--- config.mk ---
export PLATFORM = sky130hd
export DESIGN_NAME = index_gen_top
export DESIGN_NICKNAME = d
export VERILOG_FILES = /design/src/index_gen_pkg.sv /design/src/index_gen_csr.sv /design/src/index_sequencer.sv /design/src/request_fifo.sv /design/src/index_gen_top.sv
export SDC_FILE = /design/constraint.sdc
export NUM_CORES = 2
export LEC_CHECK = 0
export BUFFER_PORTS_ARGS = -buffer_cell sky130_fd_sc_hd__buf_2
export CORE_MARGIN = 2
export CORE_UTILIZATION = 35
export DETAILED_ROUTE_END_ITERATION = 6
export PLACE_DENSITY = 0.47
export SYNTH_ARGS = -nofsm -noshare
export SYNTH_HDL_FRONTEND = slang
export SYNTH_SLANG_ARGS = --single-unit
--- constraint.sdc ---
create_clock -name ap_clk -period 19.7 [get_ports ap_clk]
set_input_delay 4.925 -clock ap_clk [delete_from_list [all_inputs] [get_ports ap_clk]]
set_output_delay 4.925 -clock ap_clk [all_outputs]
set_load 0.02 [all_outputs]
--- src/index_gen_pkg.sv ---
// ------------------------------
// Index generator shared types
// Widths, register map, sweep config, request and AXI4-Lite bundles
// ------------------------------
package index_gen_pkg;

    // ------------------------------
    // Widths
    // ------------------------------
    localparam int AXIL_ADDR_W = 8;
    localparam int AXIL_DATA_W = 32;
    localparam int INDEX_W     = 32;

    localparam logic [1:0] AXIL_RESP_OKAY = 2'b00;

    // ------------------------------
    // Register map
    // ------------------------------
    localparam logic [AXIL_ADDR_W-1:0] REG_CTRL   = 8'h00;
    localparam logic [AXIL_ADDR_W-1:0] REG_STATUS = 8'h04;
    localparam logic [AXIL_ADDR_W-1:0] REG_BASE   = 8'h08;
    localparam logic [AXIL_ADDR_W-1:0] REG_START  = 8'h0C;
    localparam logic [AXIL_ADDR_W-1:0] REG_END    = 8'h10;
    localparam logic [AXIL_ADDR_W-1:0] REG_STRIDE = 8'h14;
    localparam logic [AXIL_ADDR_W-1:0] REG_SHAPE  = 8'h18;

    // Sweep setup as written by software
    typedef struct packed {
        logic [INDEX_W-1:0] base;
        logic [INDEX_W-1:0] index_start;
        logic [INDEX_W-1:0] index_end;
        logic [INDEX_W-1:0] stride;
        logic               decrement;
        logic               shift_left;
        logic [4:0]         shift_amount;
    } sweep_cfg_t;

    // One memory request
    typedef struct packed {
        logic [INDEX_W-1:0] base;
        logic [INDEX_W-1:0] offset;
        logic [INDEX_W-1:0] index;
    } index_req_t;

    // Master to slave
    typedef struct packed {
        logic                     awvalid;
        logic [AXIL_ADDR_W-1:0]   awaddr;
        logic                     wvalid;
        logic [AXIL_DATA_W-1:0]   wdata;
        logic [AXIL_DATA_W/8-1:0] wstrb;
        logic                     bready;
        logic                     arvalid;
        logic [AXIL_ADDR_W-1:0]   araddr;
        logic                     rready;
    } axil_req_t;

    // Slave to master
    typedef struct packed {
        logic                   awready;
        logic                   wready;
        logic                   bvalid;
        logic [1:0]             bresp;
        logic                   arready;
        logic                   rvalid;
        logic [AXIL_DATA_W-1:0] rdata;
        logic [1:0]             rresp;
    } axil_rsp_t;

endpackage

--- src/index_gen_csr.sv ---
// ------------------------------
// AXI4-Lite register block
// Holds the sweep setup, issues start and reports busy/done
// ------------------------------
`timescale 1ns/1ns

module index_gen_csr (
    input  logic                      ap_clk,
    input  logic                      areset_generator,
    input  index_gen_pkg::axil_req_t  s_axil,
    output index_gen_pkg::axil_rsp_t  s_axil_rsp,
    output index_gen_pkg::sweep_cfg_t cfg,
    output logic                      start,
    input  logic                      busy,
    input  logic                      done
);

    logic                                  wr_accept;
    logic                                  rd_accept;
    logic                                  bvalid;
    logic                                  rvalid;
    logic                                  done_flag;
    logic [index_gen_pkg::AXIL_DATA_W-1:0] rdata;
    logic [index_gen_pkg::AXIL_DATA_W-1:0] rdata_next;

    // Address and data taken together, one outstanding response each way
    assign wr_accept = s_axil.awvalid & s_axil.wvalid & ~bvalid;
    assign rd_accept = s_axil.arvalid & ~rvalid;

    always_comb begin
        s_axil_rsp.awready = wr_accept;
        s_axil_rsp.wready  = wr_accept;
        s_axil_rsp.bvalid  = bvalid;
        s_axil_rsp.bresp   = index_gen_pkg::AXIL_RESP_OKAY;
        s_axil_rsp.arready = ~rvalid;
        s_axil_rsp.rvalid  = rvalid;
        s_axil_rsp.rdata   = rdata;
        s_axil_rsp.rresp   = index_gen_pkg::AXIL_RESP_OKAY;
    end

    // ------------------------------
    // Write path
    // ------------------------------
    always_ff @(posedge ap_clk) begin
        if (areset_generator) begin
            bvalid <= 1'b0;
        end else if (wr_accept) begin
            bvalid <= 1'b1;
        end else if (s_axil.bready) begin
            bvalid <= 1'b0;
        end
    end

    always_ff @(posedge ap_clk) begin
        if (areset_generator) begin
            cfg <= '0;
        end else if (wr_accept) begin
            case (s_axil.awaddr)
                index_gen_pkg::REG_BASE:   cfg.base        <= s_axil.wdata;
                index_gen_pkg::REG_START:  cfg.index_start <= s_axil.wdata;
                index_gen_pkg::REG_END:    cfg.index_end   <= s_axil.wdata;
                index_gen_pkg::REG_STRIDE: cfg.stride      <= s_axil.wdata;
                index_gen_pkg::REG_SHAPE: begin
                    cfg.decrement    <= s_axil.wdata[0];
                    cfg.shift_left   <= s_axil.wdata[1];
                    cfg.shift_amount <= s_axil.wdata[8:4];
                end
                default: ;
            endcase
        end
    end

    // Start pulse; a running sweep or a pulse in flight blocks a new one
    always_ff @(posedge ap_clk) begin
        if (areset_generator) begin
            start <= 1'b0;
        end else begin
            start <= wr_accept && (s_axil.awaddr == index_gen_pkg::REG_CTRL) &&
                     s_axil.wdata[0] && !busy && !start;
        end
    end

    // Sticky done, cleared by the next sweep
    always_ff @(posedge ap_clk) begin
        if (areset_generator) begin
            done_flag <= 1'b0;
        end else if (done) begin
            done_flag <= 1'b1;
        end else if (start) begin
            done_flag <= 1'b0;
        end
    end

    // ------------------------------
    // Read path
    // ------------------------------
    always_comb begin
        rdata_next = '0;
        case (s_axil.araddr)
            index_gen_pkg::REG_CTRL:   rdata_next[0] = start;
            index_gen_pkg::REG_STATUS: begin
                rdata_next[0] = busy;
                // Done pulse shows up before the sticky bit catches it
                rdata_next[1] = done_flag | done;
            end
            index_gen_pkg::REG_BASE:   rdata_next = cfg.base;
            index_gen_pkg::REG_START:  rdata_next = cfg.index_start;
            index_gen_pkg::REG_END:    rdata_next = cfg.index_end;
            index_gen_pkg::REG_STRIDE: rdata_next = cfg.stride;
            index_gen_pkg::REG_SHAPE: begin
                rdata_next[0]   = cfg.decrement;
                rdata_next[1]   = cfg.shift_left;
                rdata_next[8:4] = cfg.shift_amount;
            end
            default: rdata_next = '0;
        endcase
    end

    always_ff @(posedge ap_clk) begin
        if (areset_generator) begin
            rvalid <= 1'b0;
        end else if (rd_accept) begin
            rvalid <= 1'b1;
        end else if (s_axil.rready) begin
            rvalid <= 1'b0;
        end
    end

    always_ff @(posedge ap_clk) begin
        if (rd_accept) begin
            rdata <= rdata_next;
        end
    end

    // Write response stays up until the master takes it
    a_bvalid_hold: assert property (
        @(posedge ap_clk) disable iff (areset_generator)
        bvalid && !s_axil.bready |=> bvalid
    );

endmodule

--- src/index_sequencer.sv ---
// ------------------------------
// Index sequencer
// Steps through the index range and emits one request per index
// ------------------------------
`timescale 1ns/1ns

module index_sequencer #(
    parameter int COUNT_WIDTH = 32
) (
    input  logic                      ap_clk,
    input  logic                      areset_generator,
    input  index_gen_pkg::sweep_cfg_t cfg,
    input  logic                      start,
    output logic                      busy,
    output logic                      done,
    output logic                      push,
    output index_gen_pkg::index_req_t push_data,
    input  logic                      prog_full
);

    typedef enum logic [2:0] {
        IDLE,
        LOAD,
        RUN,
        PAUSE,
        FINISH
    } state_t;

    state_t                              state;
    state_t                              state_next;
    index_gen_pkg::sweep_cfg_t           cfg_q;
    logic [COUNT_WIDTH-1:0]              count;
    logic [COUNT_WIDTH-1:0]              count_end;
    logic [COUNT_WIDTH-1:0]              count_stride;
    logic [COUNT_WIDTH:0]                step_wide;
    logic                                in_range;
    logic                                step_in_range;
    logic                                active;
    logic [index_gen_pkg::INDEX_W-1:0]   index_val;

    assign count_end    = COUNT_WIDTH'(cfg_q.index_end);
    assign count_stride = COUNT_WIDTH'(cfg_q.stride);

    // ------------------------------
    // Range test on current and next count
    // ------------------------------
    // Top bit of step_wide flags a wrap past zero or past the counter width
    always_comb begin
        if (cfg_q.decrement) begin
            step_wide     = {1'b0, count} - {1'b0, count_stride};
            in_range      = count > count_end;
            step_in_range = !step_wide[COUNT_WIDTH] &&
                            (step_wide[COUNT_WIDTH-1:0] > count_end);
        end else begin
            step_wide     = {1'b0, count} + {1'b0, count_stride};
            in_range      = count < count_end;
            step_in_range = !step_wide[COUNT_WIDTH] &&
                            (step_wide[COUNT_WIDTH-1:0] < count_end);
        end
    end

    assign active = (state == RUN) || (state == PAUSE);
    assign push   = active && in_range && !prog_full;
    assign busy   = (state != IDLE);
    assign done   = (state == FINISH);

    // ------------------------------
    // FSM
    // ------------------------------
    always_comb begin
        state_next = state;
        case (state)
            IDLE:   if (start) state_next = LOAD;
            LOAD:   state_next = RUN;
            RUN, PAUSE: begin
                if (!in_range) begin
                    state_next = FINISH;
                end else if (prog_full) begin
                    state_next = PAUSE;
                end else if (!step_in_range) begin
                    state_next = FINISH;
                end else begin
                    state_next = RUN;
                end
            end
            FINISH: state_next = IDLE;
            default: state_next = IDLE;
        endcase
    end

    always_ff @(posedge ap_clk) begin
        if (areset_generator) begin
            state <= IDLE;
        end else begin
            state <= state_next;
        end
    end

    // Setup snapshot and stride counter
    always_ff @(posedge ap_clk) begin
        if (state == IDLE && start) begin
            cfg_q <= cfg;
        end
        if (state == LOAD) begin
            count <= COUNT_WIDTH'(cfg_q.index_start);
        end else if (push) begin
            count <= step_wide[COUNT_WIDTH-1:0];
        end
    end

    // Request packet
    assign index_val       = index_gen_pkg::INDEX_W'(count);
    assign push_data.base  = cfg_q.base;
    assign push_data.index = index_val;
    assign push_data.offset = cfg_q.shift_left ? (index_val << cfg_q.shift_amount)
                                               : (index_val >> cfg_q.shift_amount);

    a_no_push_prog_full: assert property (
        @(posedge ap_clk) disable iff (areset_generator)
        prog_full |-> !push
    );

    // CSR is expected to hold start off while a sweep runs
    a_start_in_idle: assert property (
        @(posedge ap_clk) disable iff (areset_generator)
        start |-> state == IDLE
    );

endmodule

--- src/request_fifo.sv ---
// ------------------------------
// Request FIFO
// Circular buffer with programmable full and valid/ready output
// ------------------------------
`timescale 1ns/1ns

module request_fifo #(
    parameter int DEPTH       = 16,
    parameter int PROG_THRESH = 8
) (
    input  logic                      ap_clk,
    input  logic                      areset_generator,
    input  logic                      push,
    input  index_gen_pkg::index_req_t push_data,
    output logic                      prog_full,
    output logic                      req_valid,
    output index_gen_pkg::index_req_t req,
    input  logic                      req_ready
);

    localparam int PTR_W = (DEPTH > 1) ? $clog2(DEPTH) : 1;
    localparam int CNT_W = $clog2(DEPTH + 1);

    index_gen_pkg::index_req_t mem [DEPTH];
    logic [PTR_W-1:0]          wr_ptr;
    logic [PTR_W-1:0]          rd_ptr;
    logic [CNT_W-1:0]          occupancy;
    logic                      pop;
    logic                      full;

    assign pop       = req_valid & req_ready;
    assign full      = (occupancy == CNT_W'(DEPTH));
    assign req_valid = (occupancy != '0);
    assign prog_full = (occupancy >= CNT_W'(PROG_THRESH));
    assign req       = mem[rd_ptr];

    always_ff @(posedge ap_clk) begin
        if (push) begin
            mem[wr_ptr] <= push_data;
        end
    end

    // ------------------------------
    // Pointers and occupancy
    // ------------------------------
    always_ff @(posedge ap_clk) begin
        if (areset_generator) begin
            wr_ptr    <= '0;
            rd_ptr    <= '0;
            occupancy <= '0;
        end else begin
            if (push) begin
                wr_ptr <= (wr_ptr == PTR_W'(DEPTH - 1)) ? '0 : wr_ptr + 1'b1;
            end
            if (pop) begin
                rd_ptr <= (rd_ptr == PTR_W'(DEPTH - 1)) ? '0 : rd_ptr + 1'b1;
            end
            case ({push, pop})
                2'b10:   occupancy <= occupancy + 1'b1;
                2'b01:   occupancy <= occupancy - 1'b1;
                default: occupancy <= occupancy;
            endcase
        end
    end

    a_no_overflow: assert property (
        @(posedge ap_clk) disable iff (areset_generator)
        push |-> !full
    );

    // Stalled head entry must not move
    a_stall_stable: assert property (
        @(posedge ap_clk) disable iff (areset_generator)
        req_valid && !req_ready |=> req_valid && $stable(req)
    );

endmodule

--- src/index_gen_top.sv ---
// ------------------------------
// CSR index generator top level
// Register block, sequencer and request FIFO
// ------------------------------
`timescale 1ns/1ns

module index_gen_top #(
    parameter int FIFO_DEPTH  = 16,
    parameter int PROG_THRESH = 8,
    parameter int COUNT_WIDTH = 32
) (
    input  logic                      ap_clk,
    input  logic                      areset_generator,
    input  index_gen_pkg::axil_req_t  s_axil,
    output index_gen_pkg::axil_rsp_t  s_axil_rsp,
    output logic                      req_valid,
    output index_gen_pkg::index_req_t req,
    input  logic                      req_ready
);

    index_gen_pkg::sweep_cfg_t cfg;
    index_gen_pkg::index_req_t push_data;
    logic                      start;
    logic                      busy;
    logic                      done;
    logic                      push;
    logic                      prog_full;

    index_gen_csr csr_i (
        .ap_clk          (ap_clk),
        .areset_generator(areset_generator),
        .s_axil          (s_axil),
        .s_axil_rsp      (s_axil_rsp),
        .cfg             (cfg),
        .start           (start),
        .busy            (busy),
        .done            (done)
    );

    index_sequencer #(
        .COUNT_WIDTH(COUNT_WIDTH)
    ) sequencer_i (
        .ap_clk          (ap_clk),
        .areset_generator(areset_generator),
        .cfg             (cfg),
        .start           (start),
        .busy            (busy),
        .done            (done),
        .push            (push),
        .push_data       (push_data),
        .prog_full       (prog_full)
    );

    // Threshold leaves room for the push already under way
    request_fifo #(
        .DEPTH      (FIFO_DEPTH),
        .PROG_THRESH(PROG_THRESH)
    ) fifo_i (
        .ap_clk          (ap_clk),
        .areset_generator(areset_generator),
        .push            (push),
        .push_data       (push_data),
        .prog_full       (prog_full),
        .req_valid       (req_valid),
        .req             (req),
        .req_ready       (req_ready)
    );

endmodule

# --- Word-level counts from Yosys, hierarchy flattened ---
# Memories as Yosys holds them, arrays and structs flattened. A register that Yosys moved wholly into a read port is not among the register bits.
# Index checks and enable logic that the tools add are counted.
totals:
  reg_bits: 354
  ramBits: 1536
  out_inout_bits: 138
  elab_cells: 125
  n_memories: 1
op_classes:
  n_addsub: 6
  n_lt_le_gt_ge: 5
  eq_ne: 20
  n_shift: 2
  muxes: 29
  bitwise_logic: 7
  reduce_logical: 31
mem_list:
  columns: ["memory", "depth", "word_bits", "read_ports", "rd_ports_with_merged_regs", "wr", "line", "source"]
  rows:
  - ["fifo_i.mem", 16, 96, 1, 1, 1, "request_fifo.sv:24", "index_gen_pkg::index_req_t mem [DEPTH];"]
op_table:
  columns: ["cell", "count"]
  rows:
  - ["2-to-1 mux 32 bit", 4]
  - ["case mux 23 bit (4 select lines)", 1]
  - ["> comparator 32 bit", 2]
  - ["less-than comparator 32 bit", 2]
  - ["equality test 8 x 5 -> 1 bit, second input constant", 6]
  - ["adder 32 x 32 -> 33 bit", 1]
  - ["subtractor 32 x 32 -> 33 bit", 1]
  - ["equality test 8 x 4 -> 1 bit, second input constant", 4]
  - ["left shift 32 x 5 -> 32 bit", 1]
  - [">> shifter 32 x 5 -> 32 bit", 1]
  - ["case mux 5 bit (5 select lines)", 1]
  - ["zero test 8 bit", 2]
  - ["2-to-1 mux 4 bit", 4]
  - ["2-to-1 mux 3 bit", 4]
  - ["2-to-1 mux 1 bit", 10]
  - ["case mux 5 bit (2 select lines)", 1]
  - ["AND reduction 2 bit", 5]
  - ["nonzero test 2 bit", 5]
  - ["logical AND 1 bit", 9]
  - ["case mux 3 bit (3 select lines)", 1]
  - ["adder 4 x 1 -> 4 bit, second input constant", 2]
  - ["equality test 4 bit, second input constant", 2]
  - ["equality test 8 x 3 -> 1 bit, second input constant", 1]
  - ["case mux 2 bit (4 select lines)", 1]
  - ["other kinds (20)", 29]

# --- Depth between registers and ports, before layout ---
depth:
  word_depth: 8
  ltp_mapped: 23

# --- Cells and area by module ---
# Synthesis repeated with hierarchy kept, for this count alone.
unflattened:
  hier_cells: 4850
  hier_area_um2: 80379.6
by_module_without_submodules:
  columns: ["mod", "instances", "cells_per_inst", "area_per_inst_um2"]
  rows:
  - ["request_fifo", 1, 2459, 58314.7]
  - ["index_sequencer", 1, 1603, 15019.4]
  - ["index_gen_csr", 1, 788, 7045.5]

# --- Least setup slack after synthesis ---
# OpenSTA, ideal clock, no wires.
synth_path:
  path_kind: "flip-flop to flip-flop"
  from: "register sequencer_i.state[2]"
  to: "register sequencer_i.cfg_q[0] in the netlist's numbering, enable pin"
  arrival_ns: 14.456
  t_required_ns: 18.690
  path_slack_ns: 4.233
  stages_incl_launch_ff: 3
  n_path_buf: 1
  synth_period_minus_slack_ns: 15.467
  cell_sequence: "dfxtp_1 > clkbuf_1 > nor4b_1"
synth_via:
  elab_chain_cells: 2
synth_rtl:
  columns: ["element", "line", "source"]
  rows:
  - ["from (decl)", "index_sequencer.sv:29", "state_t state;"]
  - ["from (signal assigned)", "index_sequencer.sv:95", "state <= state_next;"]
  - ["zero test 3 bit", "index_sequencer.sv:101", "if (state == IDLE && start) begin"]
  - ["logical AND 1 bit", "index_sequencer.sv:101", null]
  - ["to (signal assigned)", "index_sequencer.sv:102", "cfg_q <= cfg;"]
  - ["to (decl)", "index_sequencer.sv:31", "index_gen_pkg::sweep_cfg_t cfg_q;"]
# Every way passes these cells.
# A chain may end at the register's enable or synchronous reset.

==> results.yml <==
drt:
  drt-pass1-iter-count: 6
  vias_per_cell: 5.365
  ant_nets: 0
  drt_iter0_markers: 3805
  drc: 0
  drt_wl_total_um: 223700
  vias: 42720
  wire_per_inst_um: 28.09
sta:
  period_needed_ns: 10.34
  finalClockSkew_ns: 0.08374
  slew_violations: 0
  rsz0062_at_grt: "no"
  timing.fmax_mhz: 96.75
  fin_crit_sh_pct: 52.47
  fin_setup_tns_ns: 0
  slew_headroom_pct: 3.830
  finalHoldViolCount: 0
  setup_violations: 0
  tightest_slew_ns: 1.443
grt:
  grtUsageMet1_pct: 26.31
  top_usage_layer: "met2"
  grt_pass1_vias: 43670
  use_met2_pct: 31.53
  track_usage_pct: 19.21
  use_met3_pct: 3.582
  grt_pass1_wl_um: 320200
  grt_max_degree: 148
  grt_antenna_before_repair: 40
  gr-total-overflow: 0
setup_path:
  reg2reg_depth: 21
  crit_end: "s_axil_rsp[39]"
  cp_max_fo: 4
  startpoint: "s_axil[56]"
  r2r_end: "sequencer_i.state[1]"
  path_class: "primary input to output port"
  ff2ff_setup_slack_ns: 12.41
  timing.rr.start: "sequencer_i.count[0]"
  start_kind: "primary input"
  endpoint_kind: "output port"
  cp.arrival_ns: 5.41
  worst_ep_required_time_ns: 14.78
logic_synthesis:
  synth-seq-cells: 1894
  synth_cells: 4537
  async_reset_ff_share_pct: 0
  ys_types: 92
  yosysWarnings: 0
  seq_area_frac_synth_pct: 69.45
  synth_enable_flop_cells: 1735
  avgSynthCellArea_um2: 17.55
  syn_area_um2: 79610
  synth_ff_type: "edfxtp_1"
clock_tree:
  cts.clk_slew.worst_paths_ns: 0.06
  cts-resized-gates: 0
  post_cts_buffers: 0
  cts_root_buf: "clkbuf_16"
  cts_sinks: 1894
  cts_max_level: 4
  numCtsBuffers: 200
  tritoncts: "done"
  holdBufCountCts: 0
  clock_path_buffers: 3
  clock_latency_ns: 0.89
status:
  status: "finished clean"
final_layout:
  drive_gt1_share_pct: 23.30
  final_nets: 5008
  area_growth_pct: 13.93
min_path:
  worstHoldPathType: "flop to flop"
job:
  cap_violations: 0
floorplanning:
  io_pins: 198
  start_util_pct: 35.09
  fp.coreArea_um2: 226800
  dieHeight_um: 480.9
  die_area_um2: 231300
  std_cell_rows: 175
  die_x_um: 480.9
pwr:
  p_leak_nw: 29.44
  total_power_mw: 8.007
  power_density_nw_per_um2: 88.29
  irDropWorstVdd_mv: 0.07910
place:
  portBuffers: 189
  gp_congestion: 0.8579
  dp_hpwl_um: 129100
==> cell type report <==
| class | count | area (um^2) |
|---|---|---|
| well taps | 3009 | 3765 |
| clock buffers | 261 | 5326 |
| diodes | 9 | 22.52 |
| clock inverters | 110 | 1023 |
| multi-input cells | 2269 | 22990 |
| repair buffers | 297 | 1834 |
| inverters | 114 | 427.9 |
| fillers | 20710 | 136200 |
| flip-flops and latches | 1894 | 55300 |
==> synth_stat cells (7+ instances only) <==
master,number,area [um^2]
inv_1,111,416.7
nand2b_1,34,212.7
o22ai_1,16,100.1
dfxtp_1,159,3183
xor2_1,9,78.83
clkbuf_1,180,675.7
xnor2_1,61,534.3
nor2_1,163,611.8
ha_1,169,2115
a21oi_1,275,1376
nand3_1,17,85.08
mux2i_1,148,1481
or2_2,7,43.79
nor3_1,33,165.2
o21bai_1,8,60.06
mux4_2,499,11240
nor4_1,10,62.56
buf_1,55,206.5
edfxtp_1,1735,52100
a21o_1,32,240.2
a22oi_1,57,427.9
buf_2,20,100.1
o31ai_1,8,60.06
nor2b_1,19,118.9
o211ai_1,13,97.59
nand2_1,374,1404
nand4_1,25,156.4
a211oi_1,14,105.1
o21ai_0,109,545.5
and3_1,19,118.9
mux2_2,15,168.9
buf_4,8,60.06
==> state kept, by name, summed over array words and instances, names as in the netlist, named ones only <==
register                  count
sequencer_i.cfg_q            39
csr_i.start                   1
fifo_i.wr_ptr                 4
csr_i.done_flag               1
fifo_i.occupancy              5
sequencer_i.count_stride     32
csr_i.rdata                  32
csr_i.rvalid                  1
csr_i.bvalid                  1
sequencer_i.push_data        32
sequencer_i.count_end        32
fifo_i.mem                 1536
csr_i.cfg                   135
fifo_i.rd_ptr                 4
sequencer_i.count            32
sequencer_i.state             3
==> critical path: stages <==
cell      delay, ns
buf_2          0.08
nand3b_1       0.15
inv_1          0.10
buf_2          0.16
==> how the worst min path moves through the flow <==
| stage | end | start | cells past startpoint | slack [ns] |
|---|---|---|---|---|
| 3_3_place_gp | sequencer_i.count_stride[12] | csr_i.cfg[19] | 0 | 0.44 |
| 4_1_cts | sequencer_i.cfg_q[102] | csr_i.cfg[102] | 0 | 0.45 |
| 5_1_grt | sequencer_i.cfg_q[102] | csr_i.cfg[102] | 0 | 0.46 |
| 2_1_floorplan | sequencer_i.count_end[0] | csr_i.cfg[39] | 0 | 0.43 |
| 6_report | sequencer_i.cfg_q[102] | csr_i.cfg[102] | 0 | 0.45 |
| 3_5_place_dp | sequencer_i.count_end[11] | csr_i.cfg[50] | 0 | 0.44 |
==> logic make-up (layout without fill, tap and decap cells) <==
logic type | Yosys count | count (layout) | synth area share (%)
XOR/XNOR | 70 | 70 | 0.7702
adder cells (fa/ha/maj) | 172 | 172 | 2.732
flip-flops | 1894 | 1894 | 69.45
AND/OR/NAND/NOR | 741 | 741 | 4.127
other | 1 | 13 | 0.004711
buffers and inverters | 377 | 782 | 1.847
AO/OA/AOI/OAI | 620 | 620 | 4.882
multiplexers | 662 | 662 | 16.19
==> cells in the final DEF, fill, tap and decap left out, drive strengths merged, types with 8 or more instances in the layout <==
master and instances:
a2111oi 10, a211oi 16, a21o 32, a21oi 276
a22oi 57, and3 19, buf 297, bufinv 11
clkbuf 261, clkinv 86, dfxtp 159, diode 9
edfxtp 1735, ha 169, inv 122, mux2 15
mux2i 148, mux4 499, nand2 375, nand2b 34
nand3 17, nand4 25, nor2 163, nor2b 19
nor3 34, nor4 10, o211ai 14, o21ai 114
o21bai 8, o22ai 16, o31ai 10, or2 8
xnor2 61, xor2 9
==> per-stage QoR <==
stage	cells	hold slack (ns)	area, um^2	utilization (%)	setup WS, ns
global placement	7582	0.4377	84310	37.17	9.328
global route	7955	0.4564	90670	39.97	9.287
CTS	7953	0.4488	90660	39.96	9.343
detailed placement	7582	0.4427	84310	37.17	9.347
finish	7963	0.4492	90690	39.98	9.364
floorplan	4540	0.4289	79620	-	4.233
==> where the power goes <==
group,total [mW],leakage (nW),internal [mW],switching [mW]
registers,4.33,18.1,4.32,0.00224
clock network,3.65,3.08,2.06,1.59
logic,0.0341,8.28,0.00879,0.0253
==> metal layers <==
metal  part of all wire, %  wire, um  up-vias
li1                      -         -    18630
met1                    44     98540    22680
met2                    48    108000     1096
met3                   5.3     11850      290
met4                   2.3      5118       28
met5                 0.078       175        -
No activity file was read; power rests on OpenSTA's default activity.
